==> config.mk <==
export PLATFORM = sky130hd
export DESIGN_NAME = elink_loop_top
export DESIGN_NICKNAME = d
export VERILOG_FILES = /design/src/rtl/elink_pkg.sv /design/src/rtl/elink_loop_top.sv /design/src/rtl/mem_target.sv /design/src/rtl/link_ctrl.sv /design/src/rtl/link_rx.sv /design/src/rtl/link_tx.sv
export VERILOG_INCLUDE_DIRS = /design/src /design/src/include
export SDC_FILE = /design/constraint.sdc
export NUM_CORES = 1
export LEC_CHECK = 0
export BUFFER_PORTS_ARGS = -buffer_cell sky130_fd_sc_hd__buf_2
export CAP_MARGIN = 20
export CORE_MARGIN = 8
export CORE_UTILIZATION = 25
export DETAILED_ROUTE_END_ITERATION = 8
export HOLD_SLACK_MARGIN = 0.1
export PLACE_DENSITY = 0.42
export SLEW_MARGIN = 20
export SYNTH_ARGS = -nofsm -noshare
export SYNTH_HDL_FRONTEND = slang
export SYNTH_SLANG_ARGS = --single-unit
==> constraint.sdc <==
create_clock -name clkin -period 43.7 [get_ports clkin]
set_input_delay 4.37 -clock clkin [delete_from_list [all_inputs] [get_ports clkin]]
set_output_delay 4.37 -clock clkin [all_outputs]
set_load 0.1 [all_outputs]
==> src/include/elink_defs.svh <==
`ifndef ELINK_DEFS_SVH
`define ELINK_DEFS_SVH

// Link packet geometry
`define ELINK_PKT_W      104  // Full transaction packet
`define ELINK_PKT_BYTES  13   // Bytes per frame on a lane

// Remote memory target
`define ELINK_MEM_WORDS  16   // 32-bit words
`define ELINK_MEM_AW     4    // Word index, taken from dst_addr[5:2]

`endif
==> src/rtl/elink_pkg.sv <==
`default_nettype none

package elink_pkg;

   // Opcode lives in ctrl bit 1
   typedef enum logic {
      OP_READ  = 1'b0,
      OP_WRITE = 1'b1
   } opcode_e;

   // Request control FSM
   typedef enum logic [1:0] {
      IDLE      = 2'd0,  // Nothing in flight
      SEND      = 2'd1,  // Write on the local lane
      READ_PEND = 2'd2   // Waiting for read response
   } ctrl_state_e;

   // 104-bit transaction, MSB field first
   typedef struct packed {
      logic [31:0] src_addr;  // Return address for reads
      logic [31:0] data;      // Write data or read data
      logic [31:0] dst_addr;  // Target address
      logic [7:0]  ctrl;      // Bit 1 is the write flag
   } packet_t;

endpackage

`default_nettype wire

==> src/rtl/elink_loop_top.sv <==
`default_nettype none

module elink_loop_top (
   input  wire logic               clkin,
   input  wire logic               reset,
   input  wire logic               ext_access,
   input  wire elink_pkg::packet_t ext_packet,
   output logic                    rd_wait,
   output logic                    wr_wait,
   output logic                    out_access,  // Read response out
   output elink_pkg::packet_t      out_packet
);

   logic               tx_access;    // Admitted request
   elink_pkg::packet_t tx_packet;
   logic               tx_busy;
   logic               req_frame;    // Local to remote lane
   logic [7:0]         req_data;
   logic               rx_access;    // Request at remote end
   elink_pkg::packet_t rx_packet;
   logic               rsp_access;   // Read response from memory
   elink_pkg::packet_t rsp_packet;
   logic               rsp_frame;    // Remote to local lane
   logic [7:0]         rsp_data;

   link_ctrl ctrl_i (
      .clkin      (clkin),
      .reset      (reset),
      .ext_access (ext_access),
      .ext_packet (ext_packet),
      .tx_busy    (tx_busy),
      .rsp_done   (out_access),  // Response arrival closes the read
      .tx_access  (tx_access),
      .tx_packet  (tx_packet),
      .rd_wait    (rd_wait),
      .wr_wait    (wr_wait)
   );

   link_tx tx_local (
      .clkin  (clkin),
      .reset  (reset),
      .access (tx_access),
      .packet (tx_packet),
      .busy   (tx_busy),
      .frame  (req_frame),
      .data   (req_data)
   );

   link_rx rx_remote (
      .clkin  (clkin),
      .reset  (reset),
      .frame  (req_frame),
      .data   (req_data),
      .access (rx_access),
      .packet (rx_packet)
   );

   mem_target mem_i (
      .clkin      (clkin),
      .reset      (reset),
      .req_access (rx_access),
      .req_packet (rx_packet),
      .rsp_access (rsp_access),
      .rsp_packet (rsp_packet)
   );

   link_tx tx_remote (
      .clkin  (clkin),
      .reset  (reset),
      .access (rsp_access),
      .packet (rsp_packet),
      .busy   (),  // Idle whenever a response arrives, one read in flight
      .frame  (rsp_frame),
      .data   (rsp_data)
   );

   link_rx rx_local (
      .clkin  (clkin),
      .reset  (reset),
      .frame  (rsp_frame),
      .data   (rsp_data),
      .access (out_access),
      .packet (out_packet)
   );

endmodule

`default_nettype wire

==> src/rtl/mem_target.sv <==
`default_nettype none

`include "elink_defs.svh"

module mem_target (
   input  wire logic               clkin,
   input  wire logic               reset,
   input  wire logic               req_access,
   input  wire elink_pkg::packet_t req_packet,
   output logic                    rsp_access,  // Read response valid
   output elink_pkg::packet_t      rsp_packet
);

   logic [31:0]              mem [`ELINK_MEM_WORDS];
   logic [`ELINK_MEM_AW-1:0] idx;  // Wraps every 16 words
   elink_pkg::opcode_e       op;

   assign idx = req_packet.dst_addr[`ELINK_MEM_AW+1:2];
   assign op  = elink_pkg::opcode_e'(req_packet.ctrl[1]);

   // Word storage, cleared so unwritten reads return 0
   always_ff @(posedge clkin or posedge reset) begin
      if (reset) begin
         for (int i = 0; i < `ELINK_MEM_WORDS; i++) begin
            mem[i] <= '0;
         end
      end else if (req_access && op == elink_pkg::OP_WRITE) begin
         mem[idx] <= req_packet.data;
      end
   end

   // Response strobe
   always_ff @(posedge clkin or posedge reset) begin
      if (reset) begin
         rsp_access <= 1'b0;
      end else begin
         rsp_access <= req_access && op == elink_pkg::OP_READ;
      end
   end

   // Response goes back as a write to the requester
   always_ff @(posedge clkin) begin
      if (req_access && op == elink_pkg::OP_READ) begin
         rsp_packet.src_addr <= req_packet.dst_addr;
         rsp_packet.data     <= mem[idx];
         rsp_packet.dst_addr <= req_packet.src_addr;
         rsp_packet.ctrl     <= {req_packet.ctrl[7:2], elink_pkg::OP_WRITE,
                                 req_packet.ctrl[0]};  // Set write flag
      end
   end

endmodule

`default_nettype wire

==> src/rtl/link_ctrl.sv <==
`default_nettype none

module link_ctrl (
   input  wire logic               clkin,
   input  wire logic               reset,
   input  wire logic               ext_access,
   input  wire elink_pkg::packet_t ext_packet,
   input  wire logic               tx_busy,   // Local transmitter framing
   input  wire logic               rsp_done,  // Read response back at local end
   output logic                    tx_access,
   output elink_pkg::packet_t      tx_packet,
   output logic                    rd_wait,
   output logic                    wr_wait
);

   elink_pkg::ctrl_state_e state;
   elink_pkg::ctrl_state_e state_next;
   elink_pkg::opcode_e     op;
   logic                   admit;  // Request taken this edge

   assign op    = elink_pkg::opcode_e'(ext_packet.ctrl[1]);
   assign admit = ext_access &&
                  ((op == elink_pkg::OP_WRITE) ? !wr_wait : !rd_wait);

   assign tx_access = admit;       // Transmitter loads on the same edge
   assign tx_packet = ext_packet;

   // Next state
   always_comb begin
      state_next = state;
      case (state)
         elink_pkg::IDLE: begin
            if (admit) begin
               state_next = (op == elink_pkg::OP_READ) ? elink_pkg::READ_PEND
                                                       : elink_pkg::SEND;
            end
         end
         elink_pkg::SEND: begin
            if (!tx_busy) state_next = elink_pkg::IDLE;  // Write fully sent
         end
         elink_pkg::READ_PEND: begin
            if (rsp_done) state_next = elink_pkg::IDLE;  // Writes may pass meanwhile
         end
         default: state_next = elink_pkg::IDLE;
      endcase
   end

   // State and registered waits
   always_ff @(posedge clkin or posedge reset) begin
      if (reset) begin
         state   <= elink_pkg::IDLE;
         rd_wait <= 1'b0;
         wr_wait <= 1'b0;
      end else begin
         state   <= state_next;
         wr_wait <= admit || tx_busy;  // Covers the cycle busy rises
         rd_wait <= admit || tx_busy || (state_next == elink_pkg::READ_PEND);
      end
   end

   // Registered waits must stay ahead of the transmitter
   a_no_admit_busy: assert property (@(posedge clkin) disable iff (reset)
      admit |-> !tx_busy);

   // Responses only come back for a pending read
   a_rsp_pending: assert property (@(posedge clkin) disable iff (reset)
      rsp_done |-> state == elink_pkg::READ_PEND);

endmodule

`default_nettype wire

==> src/rtl/link_rx.sv <==
`default_nettype none

`include "elink_defs.svh"

module link_rx (
   input  wire logic          clkin,
   input  wire logic          reset,
   input  wire logic          frame,
   input  wire logic [7:0]    data,
   output logic               access,  // One-cycle pulse after last byte
   output elink_pkg::packet_t packet
);

   localparam int CW = $clog2(`ELINK_PKT_BYTES + 1);

   logic [CW-1:0]           cnt;    // Bytes taken in this frame
   logic [`ELINK_PKT_W-1:0] shreg;  // Assembly register

   assign packet = elink_pkg::packet_t'(shreg);  // Stable during access

   // Byte count and access pulse
   always_ff @(posedge clkin or posedge reset) begin
      if (reset) begin
         cnt    <= '0;
         access <= 1'b0;
      end else if (frame) begin
         cnt    <= cnt + 1'b1;
         access <= (cnt == CW'(`ELINK_PKT_BYTES - 1));  // 13th byte now
      end else begin
         cnt    <= '0;  // Resync on every gap
         access <= 1'b0;
      end
   end

   // Low byte arrives first, so shift in from the top
   always_ff @(posedge clkin) begin
      if (frame) begin
         shreg <= {data, shreg[`ELINK_PKT_W-1:8]};
      end
   end

   // A frame only ends after a full packet
   a_frame_whole: assert property (@(posedge clkin) disable iff (reset)
      $fell(frame) |-> cnt == CW'(`ELINK_PKT_BYTES));

endmodule

`default_nettype wire

==> src/rtl/link_tx.sv <==
`default_nettype none

`include "elink_defs.svh"

module link_tx (
   input  wire logic               clkin,
   input  wire logic               reset,
   input  wire logic               access,  // Load a packet, only when idle
   input  wire elink_pkg::packet_t packet,
   output logic                    busy,
   output logic                    frame,   // High for all 13 bytes
   output logic [7:0]              data     // Low byte first
);

   localparam int CW = $clog2(`ELINK_PKT_BYTES + 1);

   logic [CW-1:0]           cnt;    // Bytes already driven onto the lane
   logic [`ELINK_PKT_W-1:0] shreg;  // Bytes still to go

   assign busy = frame;  // Busy exactly while framing

   // Frame and byte counter
   always_ff @(posedge clkin or posedge reset) begin
      if (reset) begin
         frame <= 1'b0;
         cnt   <= '0;
      end else if (access) begin
         frame <= 1'b1;  // First byte goes out next cycle
         cnt   <= CW'(1);
      end else if (frame) begin
         if (cnt == CW'(`ELINK_PKT_BYTES)) begin
            frame <= 1'b0;  // Gives at least one idle cycle
            cnt   <= '0;
         end else begin
            cnt <= cnt + 1'b1;
         end
      end
   end

   // Byte shifter
   always_ff @(posedge clkin) begin
      if (access) begin
         data  <= packet[7:0];
         shreg <= packet >> 8;
      end else if (frame) begin
         data  <= shreg[7:0];
         shreg <= shreg >> 8;
      end
   end

   // Upstream must honour busy through its registered waits
   a_no_access_busy: assert property (@(posedge clkin) disable iff (reset)
      access |-> !busy);

endmodule

`default_nettype wire

# [Word-level counts from Yosys, hierarchy flattened]
# Index checks and enable logic that the tools add are counted.
[word_totals] out_inout_bits=107 reg_bits=1056 word_cells=101
[classes] n_eq_ne=7 add_sub_neg=4 n_reduce_logical=11 bitwise=2 muxes=36 n_lt_le_gt_ge=2
[ops] operator="bitwise mux 512 bit" n=1
[ops] operator="2-to-1 mux 96 bit" n=4
[ops] operator="binary-select mux 32 bit (select 4 bit)" n=1
[ops] operator="demux 32 bit (select 4 bit)" n=1
[ops] operator="2-to-1 mux 32 bit" n=3
[ops] operator="2-to-1 mux 4 bit" n=8
[ops] operator="2-to-1 mux 8 bit" n=4
[ops] operator="adder 4 x 1 -> 4 bit, second input constant" n=4
[ops] operator="equality test 4 bit, second input constant" n=4
[ops] operator="2-to-1 mux 1 bit" n=9
[ops] operator="2-to-1 mux 2 bit" n=4
[ops] operator="case mux 2 bit (3 select lines)" n=1
[ops] operator="greater-or-equal comparator 5 bit, second input constant" n=1
[ops] operator="< comparator 5 x 1 -> 1 bit, second input constant" n=1
[ops] operator="NOT 4 -> 5 bit" n=1
[ops] operator="equality test 2 bit, second input constant" n=2
[ops] operator="logical AND 1 bit" n=4
[ops] operator="nonzero test 2 bit" n=2
[ops] operator="equality test 2 x 1 -> 1 bit, second input constant" n=1
[ops] operator="logical NOT 1 bit" n=2
[ops] operator="logical NOT 2 bit" n=1
[ops] operator="logical OR 1 bit" n=2
[ops] operator="NOT 1 bit" n=1

# [Logic depth before layout (Yosys ltp)]
[logic_depth] depth_word=7 depth_mapped=6

# [Cells and area by module]
# A second synthesis with hierarchy kept.
[unflattened] cells_unflattened=2382 hier_area_um2=43374.1
[modules_own_cells] mod="mem_target" seq_area_each_um2=15930.3 n_inst=1 area_per_inst_um2=26502.9 cells_per_inst=1515
[modules_own_cells] mod="link_tx" seq_area_each_um2=3248.1 n_inst=2 area_per_inst_um2=4606.9 cells_per_inst=250
[modules_own_cells] mod="link_rx" seq_area_each_um2=3248.1 n_inst=2 area_per_inst_um2=3347.0 cells_per_inst=123
[modules_own_cells] mod="link_ctrl" seq_area_each_um2=100.1 n_inst=1 area_per_inst_um2=963.4 cells_per_inst=121

# [Worst setup path before layout]
# No wires, ideal clock.
[synth_path] kind="input -> register" startpoint="input ext_packet[1] (netlist bit)" endpoint="register tx_local.data[0], enable pin" required_time_ns=43.233 stages=3 path_buffers=0 path_slack_ns=36.172 t_arrival_ns=7.061 setup_ns=0.467 path_cell_list="mux2i_2 -> nand2_1 -> nand2_1"
[synth_via] elab_chain_len=3
[synth_rtl] item="start, declared" line_no="elink_loop_top.sv:7" source="input wire elink_pkg::packet_t ext_packet,"
[synth_rtl] item="2-to-1 mux 1 bit" line_no="link_ctrl.sv:23" source="((op == elink_pkg::OP_WRITE) ? !wr_wait : !rd_wait);"
[synth_rtl] item="logical AND 1 bit" line_no="link_ctrl.sv:22" source="assign admit = ext_access &&"
[synth_rtl] item="nonzero test 2 bit (no source line)"
[synth_rtl] item="end signal, assigned" line_no="link_tx.sv:43" source="data <= packet[7:0];"
[synth_rtl] item="end signal, assigned" line_no="link_tx.sv:46" source="data <= shreg[7:0];"
[synth_rtl] item="end, declared" line_no="link_tx.sv:12" source="output logic [7:0] data"
# No other way between the ends.
# A chain may end at the register's enable or synchronous reset.

==> flow_summary.json <==
{
  "outcome": "completed",
  "floorplan.die.width_um": 426,
  "clock_sink_count": 1056,
  "cp.required_ps": 44310,
  "crit_start": "reset",
  "remaining_drc_errors": 0,
  "total_power_mw": 3.18,
  "syn_area_per_cell_um2": 18.5,
  "cts.clk_slew.worst_paths_ps": 60,
  "leakagePower_nw": 20.7,
  "crit_path_end_kind": "asynchronous set/reset pin",
  "synth.net_count": 2384,
  "clock_insertion_delay_worst_skew_ps": 720,
  "layout-drive-gt1-share_pct": 49.6,
  "clock_path_buffers": 3,
  "post-route-period-util_pct": 14.5,
  "fp.dieArea_um2": 181000,
  "synth-main-ff-cell": "sky130_fd_sc_hd__dfrtp_1",
  "crit_type": "in2async",
  "min_from": "tx_remote.data[3]",
  "hold_viol": 0,
  "floorplan.die.height_um": 426,
  "fin_worst_skew_ps": 25.3,
  "final-max-slew-violation-count": 0,
  "floorplan.initialDensity_pct": 25.1,
  "grt_pass1_vias": 23376,
  "drt-vias-per-instance": 4.38,
  "ctsHtreeMaxLevel": 3,
  "grt_setup_unrepaired": "no",
  "yosys_register_bits": 1056,
  "area_delta_synth_final_pct": 18.1,
  "nNetsFinal": 2597,
  "totalNegativeSetupSlack_ps": 0,
  "postCtsHoldBufs": 0,
  "antenna_found_initial": 7,
  "cts_tree": "built",
  "route.vias.total": 20970,
  "synth_edf_count": 519,
  "grt_max_degree": 137,
  "yosysSeqAreaShare_pct": 69.1,
  "core.rowCount": 150,
  "grt.overflow.total": 0,
  "synth_warnings": 0,
  "worst-path-max-fanout": 106,
  "ios": 214,
  "hpwlAfterDp_mm": 58.4,
  "cp.arrival_ps": 6940,
  "gp_congestion": 0.736,
  "layout_min_cycle_time_ps": 6330,
  "routedWlPerCell_um": 22.0,
  "timing.max_slew.rel_slack_pct": 29.0,
  "cts_buffers": 117,
  "mappedNetlistArea_um2": 42000,
  "drv_cap": 0,
  "wl_mm": 105,
  "clk_root_buffer_cell": "sky130_fd_sc_hd__clkbuf_16",
  "measured_slew_at_the_worst_slew_check_pin_ps": 1060,
  "syn-instance-count": 2269,
  "ant_nets": 0,
  "vdd_ir_drop_max_mv": 0.0528,
  "achievable-frequency_mhz": 158,
  "detailedRoute.firstPassIterationCount": 4,
  "cts_resized": 0,
  "buffer_ports.inserted": 213,
  "cp-start-kind": "input port",
  "rr_startpoint": "rx_remote.packet[10]",
  "fp.coreArea_um2": 167000,
  "cts_post_setup_buffers_inserted": 0,
  "yosysUniqueCellTypes": 35,
  "wire_length_of_the_first_global_routing_pass_mm": 157,
  "power_density_relative_to_cell_area_nw_per_um2": 64.2,
  "gr-usage-all-layers_pct": 11.4,
  "holdCritPathClass": "reg2reg",
  "postSynth.asyncResetShare_pct": 50.9,
  "drt_iter0_drc": 1212,
  "final-setup-viol-count": 0
}
[critical path, stage by stage]
cell and delay, ps:
sky130_fd_sc_hd__buf_2 150, sky130_fd_sc_hd__inv_8 490, sky130_fd_sc_hd__buf_4 850, sky130_fd_sc_hd__buf_4 860
[cell families after synthesis]
kind of cell	count (synthesis)	synth area share, %
compound gates	86	1.44
xor+xnor	4	0.0835
fa+ha+maj	8	0.238
buf+inv	165	1.92
flops	1056	69.1
mux	831	25.8
simple gates	119	1.42
[stage by stage]
step	std cells	area, um2	setup slack [ps]	hold slack, ps	util [%]
floorplan	2269	42000	24320	400	-
global placement	4565	45500	36670	403	27.2
detailed placement	4565	45500	36480	405	27.2
CTS	4787	49500	37260	414	29.6
global route	4792	49600	36970	422	29.7
finish	4793	49600	37370	416	29.7
[path summary, 6_finish.rpt]
kind                                        endpoint  slack [ps]  cells after the start
worst min register to register   rx_local.packet[99]         420                      0
min in group asynchronous             mem_i.mem[425]        3800                      2
worst max register to register  mem_i.rsp_packet[52]       39930                      6
worst max-delay path                mem_i.rsp_access       37370                      4
worst min-delay path             rx_local.packet[99]         420                      0
max in group clkin                 tx_local.shreg[8]       37380                      5
[flip-flops by register name, summed over array words and instances (netlist names), 2 cells and up]
signal            count
tx_remote.shreg      96
rx_local.packet     104
mem_i.rsp_packet    103
tx_remote.cnt         4
rx_remote.cnt         4
tx_local.cnt          4
tx_local.shreg       96
tx_remote.data        8
tx_local.data         8
rx_local.cnt          4
rx_remote.packet    104
mem_i.mem           512
ctrl_i.state          2
[synthesized netlist by cell type (3+ instances only)]
cell type                    n  area (um2)
sky130_fd_sc_hd__ha_1        8         100
sky130_fd_sc_hd__buf_4      12        90.1
sky130_fd_sc_hd__nor2b_1     8        50.1
sky130_fd_sc_hd__mux2_1     15         169
sky130_fd_sc_hd__mux2_4      3        45.0
sky130_fd_sc_hd__nand3_1     4        20.0
sky130_fd_sc_hd__a22oi_1    67         503
sky130_fd_sc_hd__and3_1      8        50.1
sky130_fd_sc_hd__dfrtp_1   537       13400
sky130_fd_sc_hd__or3_1       4        25.0
sky130_fd_sc_hd__nand2_1    45         169
sky130_fd_sc_hd__edfxtp_1  519       15600
sky130_fd_sc_hd__mux2_2    684        7700
sky130_fd_sc_hd__nor2_1     20        75.1
sky130_fd_sc_hd__a21oi_1    10        50.1
sky130_fd_sc_hd__inv_1      10        37.5
sky130_fd_sc_hd__buf_1      10        37.5
sky130_fd_sc_hd__nand2b_1    7        43.8
sky130_fd_sc_hd__o21ai_0     7        35.0
sky130_fd_sc_hd__buf_2      58         290
sky130_fd_sc_hd__clkbuf_1   66         248
sky130_fd_sc_hd__buf_6       9         101
sky130_fd_sc_hd__and2_1     12        75.1
sky130_fd_sc_hd__mux4_2    128        2880
[cells in the final DEF, fill, tap and decap left out, drive strengths merged]
| master | instances |
|---|---|
| clkbuf | 162 |
| bufinv | 15 |
| xor2 | 2 |
| nand2b | 7 |
| or3 | 4 |
| mux2i | 1 |
| inv | 12 |
| and4 | 2 |
| or2 | 2 |
| o211ai | 2 |
| a21oi | 10 |
| clkinv | 37 |
| nand4b | 2 |
| nand3 | 4 |
| dfrtp | 537 |
| nand3b | 2 |
| o21ai | 7 |
| and4bb | 1 |
| mux4 | 128 |
| nor2 | 20 |
| ha | 8 |
| edfxtp | 519 |
| buf | 249 |
| or4 | 1 |
| and3 | 8 |
| mux2 | 702 |
| clkinvlp | 6 |
| xnor2 | 2 |
| a22oi | 67 |
| diode | 4 |
| nand2 | 45 |
| nand4 | 1 |
| and2 | 12 |
| nor2b | 8 |
[power by group]
part	total [mW]	switching [mW]	internal, mW
registers	1.52	0.176	1.34
logic	0.637	0.441	0.196
clock network	1.02	0.411	0.614
total	3.18	1.03	2.15
[layer usage]
metal	track usage, %	vias to the layer above	routed length (um)
li1	-	9104	-
met1	14.7	11271	45800
met2	19.2	408	51700
met3	2.44	183	4600
met4	3.67	4	3120
met5	0	-	26
[layout make-up]
type | instances | area, um2
fillers | 16401 | 117000
inverters | 10 | 45.0
clock inverters | 60 | 766
well taps | 2204 | 2760
multi-input cells | 1048 | 12300
clock buffers | 162 | 3280
repair buffers | 249 | 1390
flip-flops and latches | 1056 | 29000
diodes | 4 | 10.0
(Power assumes the default switching activity.)
